===== config.mk =====
export PLATFORM = sky130hd
export DESIGN_NAME = la_cpu
export DESIGN_NICKNAME = d
export VERILOG_FILES = /design/src/hw/la_pkg.sv /design/src/hw/la_fetch.sv /design/src/hw/la_decode.sv /design/src/hw/la_regfile.sv /design/src/hw/la_exec.sv /design/src/hw/la_lsu.sv /design/src/hw/la_mem_arbiter.sv /design/src/hw/la_cpu.sv
export SDC_FILE = /design/constraint.sdc
export NUM_CORES = 2
export LEC_CHECK = 0
export BUFFER_PORTS_ARGS = -buffer_cell sky130_fd_sc_hd__buf_2
export CORE_MARGIN = 5
export CORE_UTILIZATION = 25
export CTS_BUF_LIST = sky130_fd_sc_hd__clkbuf_8
export DETAILED_ROUTE_END_ITERATION = 16
export PLACE_DENSITY_LB_ADDON = 0.3
export SLEW_MARGIN = 20
export SYNTH_ARGS = -nofsm -noshare
export SYNTH_HDL_FRONTEND = slang
export SYNTH_HIERARCHICAL = 1
export SYNTH_SLANG_ARGS = --single-unit

===== constraint.sdc =====
create_clock -name clk_i -period 25 [get_ports clk_i]
set_input_delay 3.75 -clock clk_i [delete_from_list [all_inputs] [get_ports clk_i]]
set_output_delay 3.75 -clock clk_i [all_outputs]
set_load 0.02 [all_outputs]

===== src/hw/la_pkg.sv =====
`default_nettype none

package la_pkg;

    typedef logic [31:0] word_t;
    typedef logic [31:0] inst_t;
    typedef logic [4:0]  reg_addr_t;

    // operation selector carried from decode to exec
    typedef logic [3:0] alu_op_e;

    localparam alu_op_e OP_ADD   = 4'd0;
    localparam alu_op_e OP_SUB   = 4'd1;
    localparam alu_op_e OP_AND   = 4'd2;
    localparam alu_op_e OP_OR    = 4'd3;
    localparam alu_op_e OP_XOR   = 4'd4;
    localparam alu_op_e OP_SLT   = 4'd5;
    localparam alu_op_e OP_LUI   = 4'd6;
    localparam alu_op_e OP_LOAD  = 4'd7;
    localparam alu_op_e OP_STORE = 4'd8;
    localparam alu_op_e OP_BEQ   = 4'd9;
    localparam alu_op_e OP_BNE   = 4'd10;
    localparam alu_op_e OP_B     = 4'd11;
    localparam alu_op_e OP_NOP   = 4'd12;

    typedef struct packed {
        alu_op_e   op;
        reg_addr_t rj;
        reg_addr_t rk;
        reg_addr_t rd;
        logic      we;
        word_t     imm;
    } decoded_inst_t;

    typedef struct packed {
        logic  we;
        word_t addr;
        word_t wdata;
    } mem_req_t;

    // 3R format, inst[31:15]
    localparam logic [16:0] OPC_ADD_W = 17'h00020;
    localparam logic [16:0] OPC_SUB_W = 17'h00022;
    localparam logic [16:0] OPC_SLT   = 17'h00024;
    localparam logic [16:0] OPC_AND   = 17'h00029;
    localparam logic [16:0] OPC_OR    = 17'h0002a;
    localparam logic [16:0] OPC_XOR   = 17'h0002b;

    // 2RI12 format, inst[31:22]
    localparam logic [9:0] OPC_ADDI_W = 10'h00a;
    localparam logic [9:0] OPC_LD_W   = 10'h0a2;
    localparam logic [9:0] OPC_ST_W   = 10'h0a6;

    // 1RI20 format, inst[31:25]
    localparam logic [6:0] OPC_LU12I_W = 7'h0a;

    // branches, inst[31:26]
    localparam logic [5:0] OPC_B   = 6'h14;
    localparam logic [5:0] OPC_BEQ = 6'h16;
    localparam logic [5:0] OPC_BNE = 6'h17;

endpackage

`default_nettype wire


===== src/hw/la_fetch.sv =====
`default_nettype none
`timescale 1ns/100ps

module la_fetch #(
    parameter la_pkg::word_t RESET_PC = 32'h0000_0000
) (
    input  wire                clk_i,
    input  wire                rst_n_i,
    output logic               fetch_valid_o,
    output la_pkg::word_t      fetch_addr_o,
    input  wire                fetch_ready_i,
    input  wire la_pkg::inst_t fetch_data_i,
    output logic               inst_valid_o,
    output la_pkg::inst_t      inst_o,
    output la_pkg::word_t      inst_pc_o,
    input  wire                inst_take_i,
    input  wire                redirect_valid_i,
    input  wire la_pkg::word_t redirect_pc_i
);
    import la_pkg::*;

    word_t pc_q;
    word_t req_addr_q;
    logic  req_q;
    logic  stale_q;
    logic  buf_valid_q;
    inst_t buf_inst_q;
    word_t buf_pc_q;
    logic  issue;
    logic  fill;

    // next fetch leaves as soon as the buffer is empty or being drained
    assign issue = !req_q && (!buf_valid_q || inst_take_i);
    assign fill  = req_q && fetch_ready_i && !stale_q && !redirect_valid_i;

    always_ff @(posedge clk_i) begin
        if (!rst_n_i) begin
            pc_q        <= RESET_PC;
            req_q       <= 1'b0;
            stale_q     <= 1'b0;
            buf_valid_q <= 1'b0;
        end else begin
            if (req_q && fetch_ready_i) begin
                req_q   <= 1'b0;
                stale_q <= 1'b0;
            end else if (issue) begin
                req_q <= 1'b1;
            end
            // wrong-path fetch still has to finish at the port
            if (redirect_valid_i && (issue || (req_q && !fetch_ready_i))) begin
                stale_q <= 1'b1;
            end
            if (redirect_valid_i) begin
                pc_q <= redirect_pc_i;
            end else if (issue) begin
                pc_q <= pc_q + 32'd4;
            end
            if (fill) begin
                buf_valid_q <= 1'b1;
            end else if (inst_take_i || redirect_valid_i) begin
                buf_valid_q <= 1'b0;
            end
        end
    end

    always_ff @(posedge clk_i) begin
        if (issue) begin
            req_addr_q <= pc_q;
        end
        if (fill) begin
            buf_inst_q <= fetch_data_i;
            buf_pc_q   <= req_addr_q;
        end
    end

    assign fetch_valid_o = req_q;
    assign fetch_addr_o  = req_addr_q;
    assign inst_valid_o  = buf_valid_q;
    assign inst_o        = buf_inst_q;
    assign inst_pc_o     = buf_pc_q;

    fetch_addr_stable_a: assert property (@(posedge clk_i) disable iff (!rst_n_i)
        fetch_valid_o && !fetch_ready_i |=> fetch_valid_o && $stable(fetch_addr_o));

endmodule

`default_nettype wire


===== src/hw/la_decode.sv =====
`default_nettype none
`timescale 1ns/100ps

module la_decode (
    input  wire la_pkg::inst_t    inst_i,
    output la_pkg::decoded_inst_t dec_o
);
    import la_pkg::*;

    word_t si12;
    word_t si20;
    word_t offs16;
    word_t offs26;

    assign si12   = {{20{inst_i[21]}}, inst_i[21:10]};
    assign si20   = {inst_i[24:5], 12'b0};
    assign offs16 = {{14{inst_i[25]}}, inst_i[25:10], 2'b0};
    assign offs26 = {{4{inst_i[9]}}, inst_i[9:0], inst_i[25:10], 2'b0};

    always_comb begin
        dec_o    = '0;
        dec_o.op = OP_NOP;
        dec_o.rj = inst_i[9:5];
        dec_o.rk = inst_i[14:10];
        dec_o.rd = inst_i[4:0];

        if (inst_i[31:22] == OPC_ADDI_W) begin
            // add with rk forced to r0, exec sums rj + rk + imm
            dec_o.op  = OP_ADD;
            dec_o.rk  = '0;
            dec_o.we  = 1'b1;
            dec_o.imm = si12;
        end else if (inst_i[31:22] == OPC_LD_W) begin
            dec_o.op  = OP_LOAD;
            dec_o.we  = 1'b1;
            dec_o.imm = si12;
        end else if (inst_i[31:22] == OPC_ST_W) begin
            // store data comes from rd
            dec_o.op  = OP_STORE;
            dec_o.rk  = inst_i[4:0];
            dec_o.imm = si12;
        end else if (inst_i[31:25] == OPC_LU12I_W) begin
            dec_o.op  = OP_LUI;
            dec_o.we  = 1'b1;
            dec_o.imm = si20;
        end else if (inst_i[31:26] == OPC_BEQ || inst_i[31:26] == OPC_BNE) begin
            dec_o.op  = (inst_i[26]) ? OP_BNE : OP_BEQ;
            dec_o.rk  = inst_i[4:0];
            dec_o.imm = offs16;
        end else if (inst_i[31:26] == OPC_B) begin
            dec_o.op  = OP_B;
            dec_o.imm = offs26;
        end else begin
            case (inst_i[31:15])
                OPC_ADD_W: dec_o.op = OP_ADD;
                OPC_SUB_W: dec_o.op = OP_SUB;
                OPC_SLT:   dec_o.op = OP_SLT;
                OPC_AND:   dec_o.op = OP_AND;
                OPC_OR:    dec_o.op = OP_OR;
                OPC_XOR:   dec_o.op = OP_XOR;
                default:   dec_o.op = OP_NOP;
            endcase
            dec_o.we = (dec_o.op != OP_NOP);
        end
    end

endmodule

`default_nettype wire


===== src/hw/la_regfile.sv =====
`default_nettype none
`timescale 1ns/100ps

module la_regfile (
    input  wire                    clk_i,
    input  wire                    rst_n_i,
    input  wire la_pkg::reg_addr_t rd_addr_a_i,
    input  wire la_pkg::reg_addr_t rd_addr_b_i,
    output la_pkg::word_t          rd_data_a_o,
    output la_pkg::word_t          rd_data_b_o,
    input  wire                    wr_en_i,
    input  wire la_pkg::reg_addr_t wr_addr_i,
    input  wire la_pkg::word_t     wr_data_i
);
    import la_pkg::*;

    word_t regs_q [32];

    always_ff @(posedge clk_i) begin
        if (!rst_n_i) begin
            for (int i = 0; i < 32; i++) begin
                regs_q[i] <= '0;
            end
        end else if (wr_en_i && wr_addr_i != '0) begin
            regs_q[wr_addr_i] <= wr_data_i;
        end
    end

    // r0 reads as zero
    assign rd_data_a_o = (rd_addr_a_i == '0) ? '0 : regs_q[rd_addr_a_i];
    assign rd_data_b_o = (rd_addr_b_i == '0) ? '0 : regs_q[rd_addr_b_i];

endmodule

`default_nettype wire


===== src/hw/la_exec.sv =====
`default_nettype none
`timescale 1ns/100ps

module la_exec (
    input  wire                        clk_i,
    input  wire                        rst_n_i,
    input  wire                        inst_valid_i,
    input  wire la_pkg::decoded_inst_t dec_i,
    input  wire la_pkg::word_t         inst_pc_i,
    output logic                       inst_take_o,
    output la_pkg::reg_addr_t          rd_addr_a_o,
    output la_pkg::reg_addr_t          rd_addr_b_o,
    input  wire la_pkg::word_t         rd_data_a_i,
    input  wire la_pkg::word_t         rd_data_b_i,
    output logic                       wr_en_o,
    output la_pkg::reg_addr_t          wr_addr_o,
    output la_pkg::word_t              wr_data_o,
    output logic                       redirect_valid_o,
    output la_pkg::word_t              redirect_pc_o,
    output logic                       lsu_start_o,
    output la_pkg::mem_req_t           lsu_req_o,
    input  wire                        lsu_done_i,
    input  wire la_pkg::word_t         lsu_data_i
);
    import la_pkg::*;

    logic  started_q;
    logic  is_mem;
    logic  taken;
    word_t alu_res;

    assign rd_addr_a_o = dec_i.rj;
    assign rd_addr_b_o = dec_i.rk;

    assign is_mem = (dec_i.op == OP_LOAD) || (dec_i.op == OP_STORE);

    always_comb begin
        case (dec_i.op)
            // imm is zero for add.w, rk is r0 for addi.w
            OP_ADD:  alu_res = rd_data_a_i + rd_data_b_i + dec_i.imm;
            OP_SUB:  alu_res = rd_data_a_i - rd_data_b_i;
            OP_AND:  alu_res = rd_data_a_i & rd_data_b_i;
            OP_OR:   alu_res = rd_data_a_i | rd_data_b_i;
            OP_XOR:  alu_res = rd_data_a_i ^ rd_data_b_i;
            OP_SLT:  alu_res = {31'b0, $signed(rd_data_a_i) < $signed(rd_data_b_i)};
            OP_LUI:  alu_res = dec_i.imm;
            OP_LOAD: alu_res = lsu_data_i;
            default: alu_res = '0;
        endcase
    end

    always_comb begin
        case (dec_i.op)
            OP_B:    taken = 1'b1;
            OP_BEQ:  taken = (rd_data_a_i == rd_data_b_i);
            OP_BNE:  taken = (rd_data_a_i != rd_data_b_i);
            default: taken = 1'b0;
        endcase
    end

    assign redirect_valid_o = inst_valid_i && taken;
    assign redirect_pc_o    = inst_pc_i + dec_i.imm;

    // one lsu request per memory instruction
    always_ff @(posedge clk_i) begin
        if (!rst_n_i) begin
            started_q <= 1'b0;
        end else if (lsu_done_i) begin
            started_q <= 1'b0;
        end else if (lsu_start_o) begin
            started_q <= 1'b1;
        end
    end

    assign lsu_start_o = inst_valid_i && is_mem && !started_q;
    assign lsu_req_o   = '{we: (dec_i.op == OP_STORE),
                           addr: rd_data_a_i + dec_i.imm,
                           wdata: rd_data_b_i};

    assign inst_take_o = inst_valid_i && (!is_mem || (started_q && lsu_done_i));
    assign wr_en_o     = inst_take_o && dec_i.we;
    assign wr_addr_o   = dec_i.rd;
    assign wr_data_o   = alu_res;

endmodule

`default_nettype wire


===== src/hw/la_lsu.sv =====
`default_nettype none
`timescale 1ns/100ps

module la_lsu (
    input  wire                   clk_i,
    input  wire                   rst_n_i,
    input  wire                   lsu_start_i,
    input  wire la_pkg::mem_req_t lsu_req_i,
    output logic                  lsu_done_o,
    output la_pkg::word_t         lsu_data_o,
    output logic                  lsu_valid_o,
    output la_pkg::mem_req_t      lsu_mem_o,
    input  wire                   lsu_ready_i,
    input  wire la_pkg::word_t    lsu_rdata_i
);
    import la_pkg::*;

    typedef enum logic {
        LSU_IDLE,
        LSU_BUSY
    } lsu_state_e;

    lsu_state_e state_q;
    mem_req_t   req_q;

    always_ff @(posedge clk_i) begin
        if (!rst_n_i) begin
            state_q <= LSU_IDLE;
        end else if (state_q == LSU_IDLE && lsu_start_i) begin
            state_q <= LSU_BUSY;
        end else if (state_q == LSU_BUSY && lsu_ready_i) begin
            state_q <= LSU_IDLE;
        end
    end

    always_ff @(posedge clk_i) begin
        if (state_q == LSU_IDLE && lsu_start_i) begin
            req_q <= lsu_req_i;
        end
    end

    assign lsu_valid_o = (state_q == LSU_BUSY);
    assign lsu_mem_o   = req_q;
    assign lsu_done_o  = (state_q == LSU_BUSY) && lsu_ready_i;
    assign lsu_data_o  = lsu_rdata_i;

    // exec must wait for done before the next start
    no_start_busy_a: assert property (@(posedge clk_i) disable iff (!rst_n_i)
        !(lsu_start_i && state_q == LSU_BUSY));

endmodule

`default_nettype wire


===== src/hw/la_mem_arbiter.sv =====
`default_nettype none
`timescale 1ns/100ps

module la_mem_arbiter (
    input  wire                   clk_i,
    input  wire                   rst_n_i,
    input  wire                   fetch_valid_i,
    input  wire la_pkg::word_t    fetch_addr_i,
    output logic                  fetch_ready_o,
    output la_pkg::inst_t         fetch_data_o,
    input  wire                   lsu_valid_i,
    input  wire la_pkg::mem_req_t lsu_mem_i,
    output logic                  lsu_ready_o,
    output la_pkg::word_t         lsu_rdata_o,
    output logic                  mem_valid_o,
    output la_pkg::mem_req_t      mem_req_o,
    input  wire                   mem_ready_i,
    input  wire la_pkg::word_t    mem_rdata_i
);
    import la_pkg::*;

    typedef enum logic [1:0] {
        ARB_IDLE,
        ARB_FETCH,
        ARB_DATA
    } arb_state_e;

    arb_state_e state_q;
    mem_req_t   req_q;

    always_ff @(posedge clk_i) begin
        if (!rst_n_i) begin
            state_q <= ARB_IDLE;
        end else begin
            case (state_q)
                ARB_IDLE: begin
                    // data side first
                    if (lsu_valid_i) begin
                        state_q <= ARB_DATA;
                    end else if (fetch_valid_i) begin
                        state_q <= ARB_FETCH;
                    end
                end
                default: begin
                    if (mem_ready_i) begin
                        state_q <= ARB_IDLE;
                    end
                end
            endcase
        end
    end

    // port request only moves while idle
    always_ff @(posedge clk_i) begin
        if (state_q == ARB_IDLE) begin
            if (lsu_valid_i) begin
                req_q <= lsu_mem_i;
            end else begin
                req_q <= '{we: 1'b0, addr: fetch_addr_i, wdata: '0};
            end
        end
    end

    assign mem_valid_o   = (state_q != ARB_IDLE);
    assign mem_req_o     = req_q;
    assign fetch_ready_o = (state_q == ARB_FETCH) && mem_ready_i;
    assign lsu_ready_o   = (state_q == ARB_DATA) && mem_ready_i;
    assign fetch_data_o  = mem_rdata_i;
    assign lsu_rdata_o   = mem_rdata_i;

    // each completion goes to exactly one requester that is still asking
    one_grant_a: assert property (@(posedge clk_i) disable iff (!rst_n_i)
        mem_valid_o && mem_ready_i
            |-> $onehot({fetch_ready_o && fetch_valid_i, lsu_ready_o && lsu_valid_i}));

    req_stable_a: assert property (@(posedge clk_i) disable iff (!rst_n_i)
        mem_valid_o && !mem_ready_i |=> mem_valid_o && $stable(mem_req_o));

endmodule

`default_nettype wire


===== src/hw/la_cpu.sv =====
`default_nettype none
`timescale 1ns/100ps

module la_cpu #(
    parameter la_pkg::word_t RESET_PC = 32'h0000_0000
) (
    input  wire                clk_i,
    input  wire                rst_n_i,
    output logic               mem_valid_o,
    output la_pkg::mem_req_t   mem_req_o,
    input  wire                mem_ready_i,
    input  wire la_pkg::word_t mem_rdata_i
);
    import la_pkg::*;

    // fetch and arbiter
    logic  fetch_valid;
    word_t fetch_addr;
    logic  fetch_ready;
    inst_t fetch_data;

    // fetch, decode and exec
    logic          inst_valid;
    inst_t         inst;
    word_t         inst_pc;
    logic          inst_take;
    logic          redirect_valid;
    word_t         redirect_pc;
    decoded_inst_t dec;

    // exec and regfile
    reg_addr_t rd_addr_a;
    reg_addr_t rd_addr_b;
    word_t     rd_data_a;
    word_t     rd_data_b;
    logic      wr_en;
    reg_addr_t wr_addr;
    word_t     wr_data;

    // exec, lsu and arbiter
    logic     lsu_start;
    mem_req_t lsu_req;
    logic     lsu_done;
    word_t    lsu_data;
    logic     lsu_valid;
    mem_req_t lsu_mem;
    logic     lsu_ready;
    word_t    lsu_rdata;

    la_fetch #(
        .RESET_PC(RESET_PC)
    ) u_fetch (
        .clk_i           (clk_i),
        .rst_n_i         (rst_n_i),
        .fetch_valid_o   (fetch_valid),
        .fetch_addr_o    (fetch_addr),
        .fetch_ready_i   (fetch_ready),
        .fetch_data_i    (fetch_data),
        .inst_valid_o    (inst_valid),
        .inst_o          (inst),
        .inst_pc_o       (inst_pc),
        .inst_take_i     (inst_take),
        .redirect_valid_i(redirect_valid),
        .redirect_pc_i   (redirect_pc)
    );

    la_decode u_decode (
        .inst_i(inst),
        .dec_o (dec)
    );

    la_regfile u_regfile (
        .clk_i      (clk_i),
        .rst_n_i    (rst_n_i),
        .rd_addr_a_i(rd_addr_a),
        .rd_addr_b_i(rd_addr_b),
        .rd_data_a_o(rd_data_a),
        .rd_data_b_o(rd_data_b),
        .wr_en_i    (wr_en),
        .wr_addr_i  (wr_addr),
        .wr_data_i  (wr_data)
    );

    la_exec u_exec (
        .clk_i           (clk_i),
        .rst_n_i         (rst_n_i),
        .inst_valid_i    (inst_valid),
        .dec_i           (dec),
        .inst_pc_i       (inst_pc),
        .inst_take_o     (inst_take),
        .rd_addr_a_o     (rd_addr_a),
        .rd_addr_b_o     (rd_addr_b),
        .rd_data_a_i     (rd_data_a),
        .rd_data_b_i     (rd_data_b),
        .wr_en_o         (wr_en),
        .wr_addr_o       (wr_addr),
        .wr_data_o       (wr_data),
        .redirect_valid_o(redirect_valid),
        .redirect_pc_o   (redirect_pc),
        .lsu_start_o     (lsu_start),
        .lsu_req_o       (lsu_req),
        .lsu_done_i      (lsu_done),
        .lsu_data_i      (lsu_data)
    );

    la_lsu u_lsu (
        .clk_i      (clk_i),
        .rst_n_i    (rst_n_i),
        .lsu_start_i(lsu_start),
        .lsu_req_i  (lsu_req),
        .lsu_done_o (lsu_done),
        .lsu_data_o (lsu_data),
        .lsu_valid_o(lsu_valid),
        .lsu_mem_o  (lsu_mem),
        .lsu_ready_i(lsu_ready),
        .lsu_rdata_i(lsu_rdata)
    );

    la_mem_arbiter u_mem_arbiter (
        .clk_i        (clk_i),
        .rst_n_i      (rst_n_i),
        .fetch_valid_i(fetch_valid),
        .fetch_addr_i (fetch_addr),
        .fetch_ready_o(fetch_ready),
        .fetch_data_o (fetch_data),
        .lsu_valid_i  (lsu_valid),
        .lsu_mem_i    (lsu_mem),
        .lsu_ready_o  (lsu_ready),
        .lsu_rdata_o  (lsu_rdata),
        .mem_valid_o  (mem_valid_o),
        .mem_req_o    (mem_req_o),
        .mem_ready_i  (mem_ready_i),
        .mem_rdata_i  (mem_rdata_i)
    );

endmodule

`default_nettype wire


==> run_summary.xml <==
<?xml version="1.0" encoding="UTF-8"?>
<metrics>
  <group name="placed_design">
    <metric name="detailed_placement_wirelength_estimate" unit="um">176000</metric>
    <metric name="dpl.cell_count" unit="">9366</metric>
    <metric name="place_congestion" unit="">0.907</metric>
    <metric name="placement.io_buffers" unit="">100</metric>
    <metric name="placement.cell_area" unit="um2">80000</metric>
  </group>
  <group name="clocking">
    <metric name="cts-root-buf" unit="">clkbuf_8</metric>
    <metric name="cts_hold_repair.buffers" unit="">0</metric>
    <metric name="cts_tree" unit="">yes</metric>
    <metric name="cts_buffers" unit="">225</metric>
    <metric name="path_clk_slew" unit="ns">0.06</metric>
    <metric name="clk_path_buf_depth" unit="">3</metric>
    <metric name="post_cts.resized_instances" unit="">0</metric>
    <metric name="cts-htree-levels" unit="">4</metric>
    <metric name="clock_insertion_delay_worst_skew" unit="ns">0.99</metric>
    <metric name="post_cts.repair.setup_buffers" unit="">0</metric>
    <metric name="cts.sink_count" unit="">1289</metric>
  </group>
  <group name="power">
    <metric name="power.internal" unit="mW">3.61</metric>
    <metric name="p_leak" unit="nW">30.6</metric>
    <metric name="irDropWorstVdd" unit="mV">0.0503</metric>
    <metric name="powerDensity" unit="nW/um2">58.1</metric>
    <metric name="clock_power_share" unit="%">39.3</metric>
    <metric name="net-switching-power" unit="mW">1.29</metric>
    <metric name="power.share.combinational" unit="%">10.0</metric>
    <metric name="switching_share" unit="%">26.4</metric>
    <metric name="p_seq_share" unit="%">50.7</metric>
  </group>
  <group name="synthesis">
    <metric name="yosys_warnings" unit="">6</metric>
    <metric name="synth-seq-area-share" unit="%">50.9</metric>
    <metric name="synth_async_sr_flop_share" unit="%">0</metric>
    <metric name="number_of_storage_elements_in_the_synthesis_netlist" unit="">1289</metric>
    <metric name="synth_top_cells_by_area" unit="">edfxtp_1, mux4_2, and2_1</metric>
    <metric name="synth_cells" unit="">5666</metric>
    <metric name="synth.cell_area" unit="um2">75200</metric>
    <metric name="synth-edff-count" unit="">1250</metric>
    <metric name="yosys.area.top_type" unit="">edfxtp_1</metric>
    <metric name="synth_area_per_cell" unit="um2">13.3</metric>
    <metric name="synth_largest_type_area_fraction" unit="%">49.9</metric>
    <metric name="ys_types" unit="">101</metric>
    <metric name="yosys_most_used_dff" unit="">edfxtp_1</metric>
  </group>
  <group name="critical_path">
    <metric name="critical_path.max_stage_delay" unit="ns">0.79</metric>
    <metric name="regToRegSetupSlack" unit="ns">14.55</metric>
    <metric name="crit_path_cell_trace" unit="">or4_4 -&gt; nor3_1 -&gt; o21ai_0 -&gt; nand2_4 -&gt; buf_4 -&gt; buf_4 -&gt; buf_12 -&gt; mux4_2 -&gt; a22o_1 -&gt; a211oi_1 -&gt; nor3_1 -&gt; buf_4 -&gt; inv_1 -&gt; ha_1 -&gt; nor3_1 -&gt; and3_1 -&gt; nand4_1 -&gt; nor4_1 -&gt; mux2i_1 -&gt; nor4bb_4 -&gt; buf_4 -&gt; nor3_2 -&gt; buf_4</metric>
    <metric name="critPathMostFrequentCell" unit="">buf_4</metric>
    <metric name="worstPathBufferInverterCount" unit="">7</metric>
    <metric name="worstRegToRegCells" unit="">23</metric>
    <metric name="worst_path_dominant_cell_family" unit="">buffers and inverters</metric>
    <metric name="worstSetupPathType" unit="">reg -&gt; reg</metric>
    <metric name="setup.worst_path.start_class" unit="">register</metric>
    <metric name="crit_path_end_kind" unit="">register</metric>
    <metric name="worstPathMaxFanout" unit="">87</metric>
    <metric name="critical-path-slowest-cell" unit="">buf_4</metric>
    <metric name="worst_ep_arrival_time" unit="ns">11.02</metric>
    <metric name="crit_required" unit="ns">25.57</metric>
    <metric name="critical_path_cell_count" unit="">23</metric>
  </group>
  <group name="timing">
    <metric name="final-setup-viol-count" unit="">0</metric>
    <metric name="timing.final.crit_share" unit="%">41.8</metric>
    <metric name="hold_violations_final" unit="">0</metric>
    <metric name="fin_worst_skew" unit="ns">0.0783</metric>
    <metric name="final_max_slew_viol_count" unit="">0</metric>
    <metric name="max_freq" unit="MHz">95.7</metric>
    <metric name="setup_total_negative_slack" unit="ns">0</metric>
    <metric name="rsz0062_at_grt" unit="">false</metric>
    <metric name="tightest_slew" unit="ns">1.23</metric>
    <metric name="worst_hold_slack" unit="ns">0.418</metric>
    <metric name="worst_slew_margin_rel" unit="%">17.8</metric>
    <metric name="min_period" unit="ns">10.45</metric>
  </group>
  <group name="floorplanning">
    <metric name="floorplan.die.height" unit="um">559</metric>
    <metric name="die_area" unit="um2">312000</metric>
    <metric name="dieWidth" unit="um">559</metric>
    <metric name="design.portCount" unit="">101</metric>
    <metric name="start_util" unit="%">25.1</metric>
    <metric name="placeableCoreArea" unit="um2">300000</metric>
    <metric name="total_number_of_placement_rows" unit="">201</metric>
  </group>
  <group name="grt">
    <metric name="global_route_wire_length_before_repair" unit="um">382000</metric>
    <metric name="gr-usage-all-layers" unit="%">16.9</metric>
    <metric name="initial_antenna_violation_count" unit="">28</metric>
    <metric name="global_route.overflow_total" unit="">0</metric>
    <metric name="via_count_of_the_first_global_routing_pass" unit="">50100</metric>
    <metric name="grt_start_max_net_pins" unit="">88</metric>
  </group>
  <group name="layout">
    <metric name="postLayoutCoreUtil" unit="%">28.2</metric>
    <metric name="final-instance-count-excl-fill" unit="">9796</metric>
    <metric name="synthToLayoutAreaGrowth" unit="%">12.3</metric>
    <metric name="postLayoutCellArea" unit="um2">84500</metric>
    <metric name="fill_cells" unit="">30300</metric>
    <metric name="nets" unit="">5894</metric>
    <metric name="drive_above_1_share" unit="%">22.7</metric>
  </group>
  <group name="detailed_routing">
    <metric name="wl_per_cell" unit="um">27.7</metric>
    <metric name="viasPerCell" unit="">5.17</metric>
    <metric name="route.final.wire_length" unit="um">271000</metric>
    <metric name="drtIter0Drc" unit="">6155</metric>
    <metric name="final_antenna_net_count" unit="">0</metric>
    <metric name="drc" unit="">0</metric>
    <metric name="dr_total_vias" unit="">50600</metric>
    <metric name="drtPass1Iterations" unit="">6</metric>
  </group>
  <group name="status">
    <metric name="run_status" unit="">completed</metric>
  </group>
  <group name="worst_hold_path">
    <metric name="hold-path-cell-count" unit="">0</metric>
    <metric name="holdCritPathClass" unit="">reg -&gt; reg</metric>
  </group>
  <group name="flow_run">
    <metric name="max-cap-violations" unit="">0</metric>
  </group>
</metrics>
path summary, 6_finish.rpt:
kind,endpoint,start
hold reg to reg,u_fetch/inst_pc_o[8],u_fetch/fetch_addr_o[8]
hold / removal,u_fetch/inst_pc_o[8],u_fetch/fetch_addr_o[8]
setup reg to reg,u_fetch/inst_pc_o[31],u_fetch/inst_o[30]
setup / recovery,u_fetch/inst_pc_o[31],u_fetch/inst_o[30]
worst register-to-register path, delay by kind of cell, from the launching register on:
family | cells | cell delay [ns]
AND/OR/NAND/NOR | 10 | 3.34
AO/OA/AOI/OAI | 3 | 1.23
flip-flops | 1 | 0.51
buffers and inverters | 7 | 3.51
adder cells (fa/ha/maj) | 1 | 0.29
multiplexers | 2 | 1.12
registers in the layout, indices dropped and copies added (netlist names):
| signal | flops |
|---|---|
| u_exec/started_q | 1 |
| u_fetch/fetch_addr_o | 32 |
| u_fetch/fetch_valid_o | 1 |
| u_fetch/inst_o | 32 |
| u_fetch/inst_pc_o | 32 |
| u_fetch/inst_valid_o | 1 |
| u_fetch/pc_q | 32 |
| u_fetch/stale_q | 1 |
| u_lsu/lsu_mem_o | 65 |
| u_lsu/lsu_valid_o | 1 |
| u_mem_arbiter/mem_req_o | 65 |
| u_mem_arbiter/state_q | 2 |
| u_regfile/regs_q | 1024 |
per-stage QoR:
stage	total power, mW	setup slack [ns]
6_report	4.91	14.55
5_1_grt	5.10	14.14
4_1_cts	4.95	14.55
3_5_place_dp	3.02	14.62
3_3_place_gp	3.01	14.67
2_1_floorplan	2.84	14.33
kinds of logic after synthesis:
logic type	count (synthesis)	share of synthesized area, %
xor gates and xnor gates	114	1.33
DFF	1289	50.9
and+or+nand+nor	1731	13.4
adders and majority gates	224	4.08
buffers and inverters	739	4.98
other	1	0.00499
muxes	702	17.3
AOI/OAI and AO/OA	866	7.99
synth_stat cells (all sizes together) (27+ instances only):
cell type  number
a22oi          37
xnor2          84
o22ai          82
mux2           62
nand2b         34
a22o           63
edfxtp       1250
ha            189
mux4          470
clkbuf        335
a211oi         56
o221ai         39
nor2          183
inv           113
a2111oi        30
mux2i         170
nor4           27
nand3          39
o21ai         150
nand2         115
nand4          36
nor2b          47
fa             35
nor3           90
xor2           30
a21o           58
and2         1046
buf           291
a21oi         161
dfxtp          39
routing by layer:
metal,vias to the layer above,track usage [%],part of all wire [%]
li1,21400,-,-
met1,26300,23.4,43
met3,376,3.31,8.5
met2,2486,27.2,46
met4,4,4.19,2.3
met5,-,0,0.011
power groups by stage:
stage          registers (mW)  logic (mW)  clock network, mW
3_5_place_dp             2.53       0.484                  0
6_report                 2.49       0.490               1.93
5_1_grt                  2.49       0.519               2.09
3_3_place_gp             2.53       0.482                  0
2_1_floorplan            2.53       0.309                  0
4_1_cts                  2.49       0.486               1.98
cells in the final DEF, fill, tap and decap left out, drive strengths merged, types with 62 or more instances in the layout:
cell type	n
mux2	62
o22ai	82
o21ai	150
nor2	183
inv	186
a22o	63
mux4	470
mux2i	170
clkinv	94
and2	1046
ha	189
xnor2	84
nor3	90
buf	337
edfxtp	1250
a21oi	161
clkbuf	228
nand2	115
cell type report:
cell class	count	area (um2)	area share, %
clock inverter	182	1200	1.42
antenna	20	50.0	0.0593
timing repair buffer	337	2310	2.73
tap	3958	4950	5.86
clock buffer	228	3140	3.72
inverter	113	424	0.502
multi-input combinational	3669	34100	40.3
sequential	1289	38300	45.4
(Power assumes the default switching activity.)
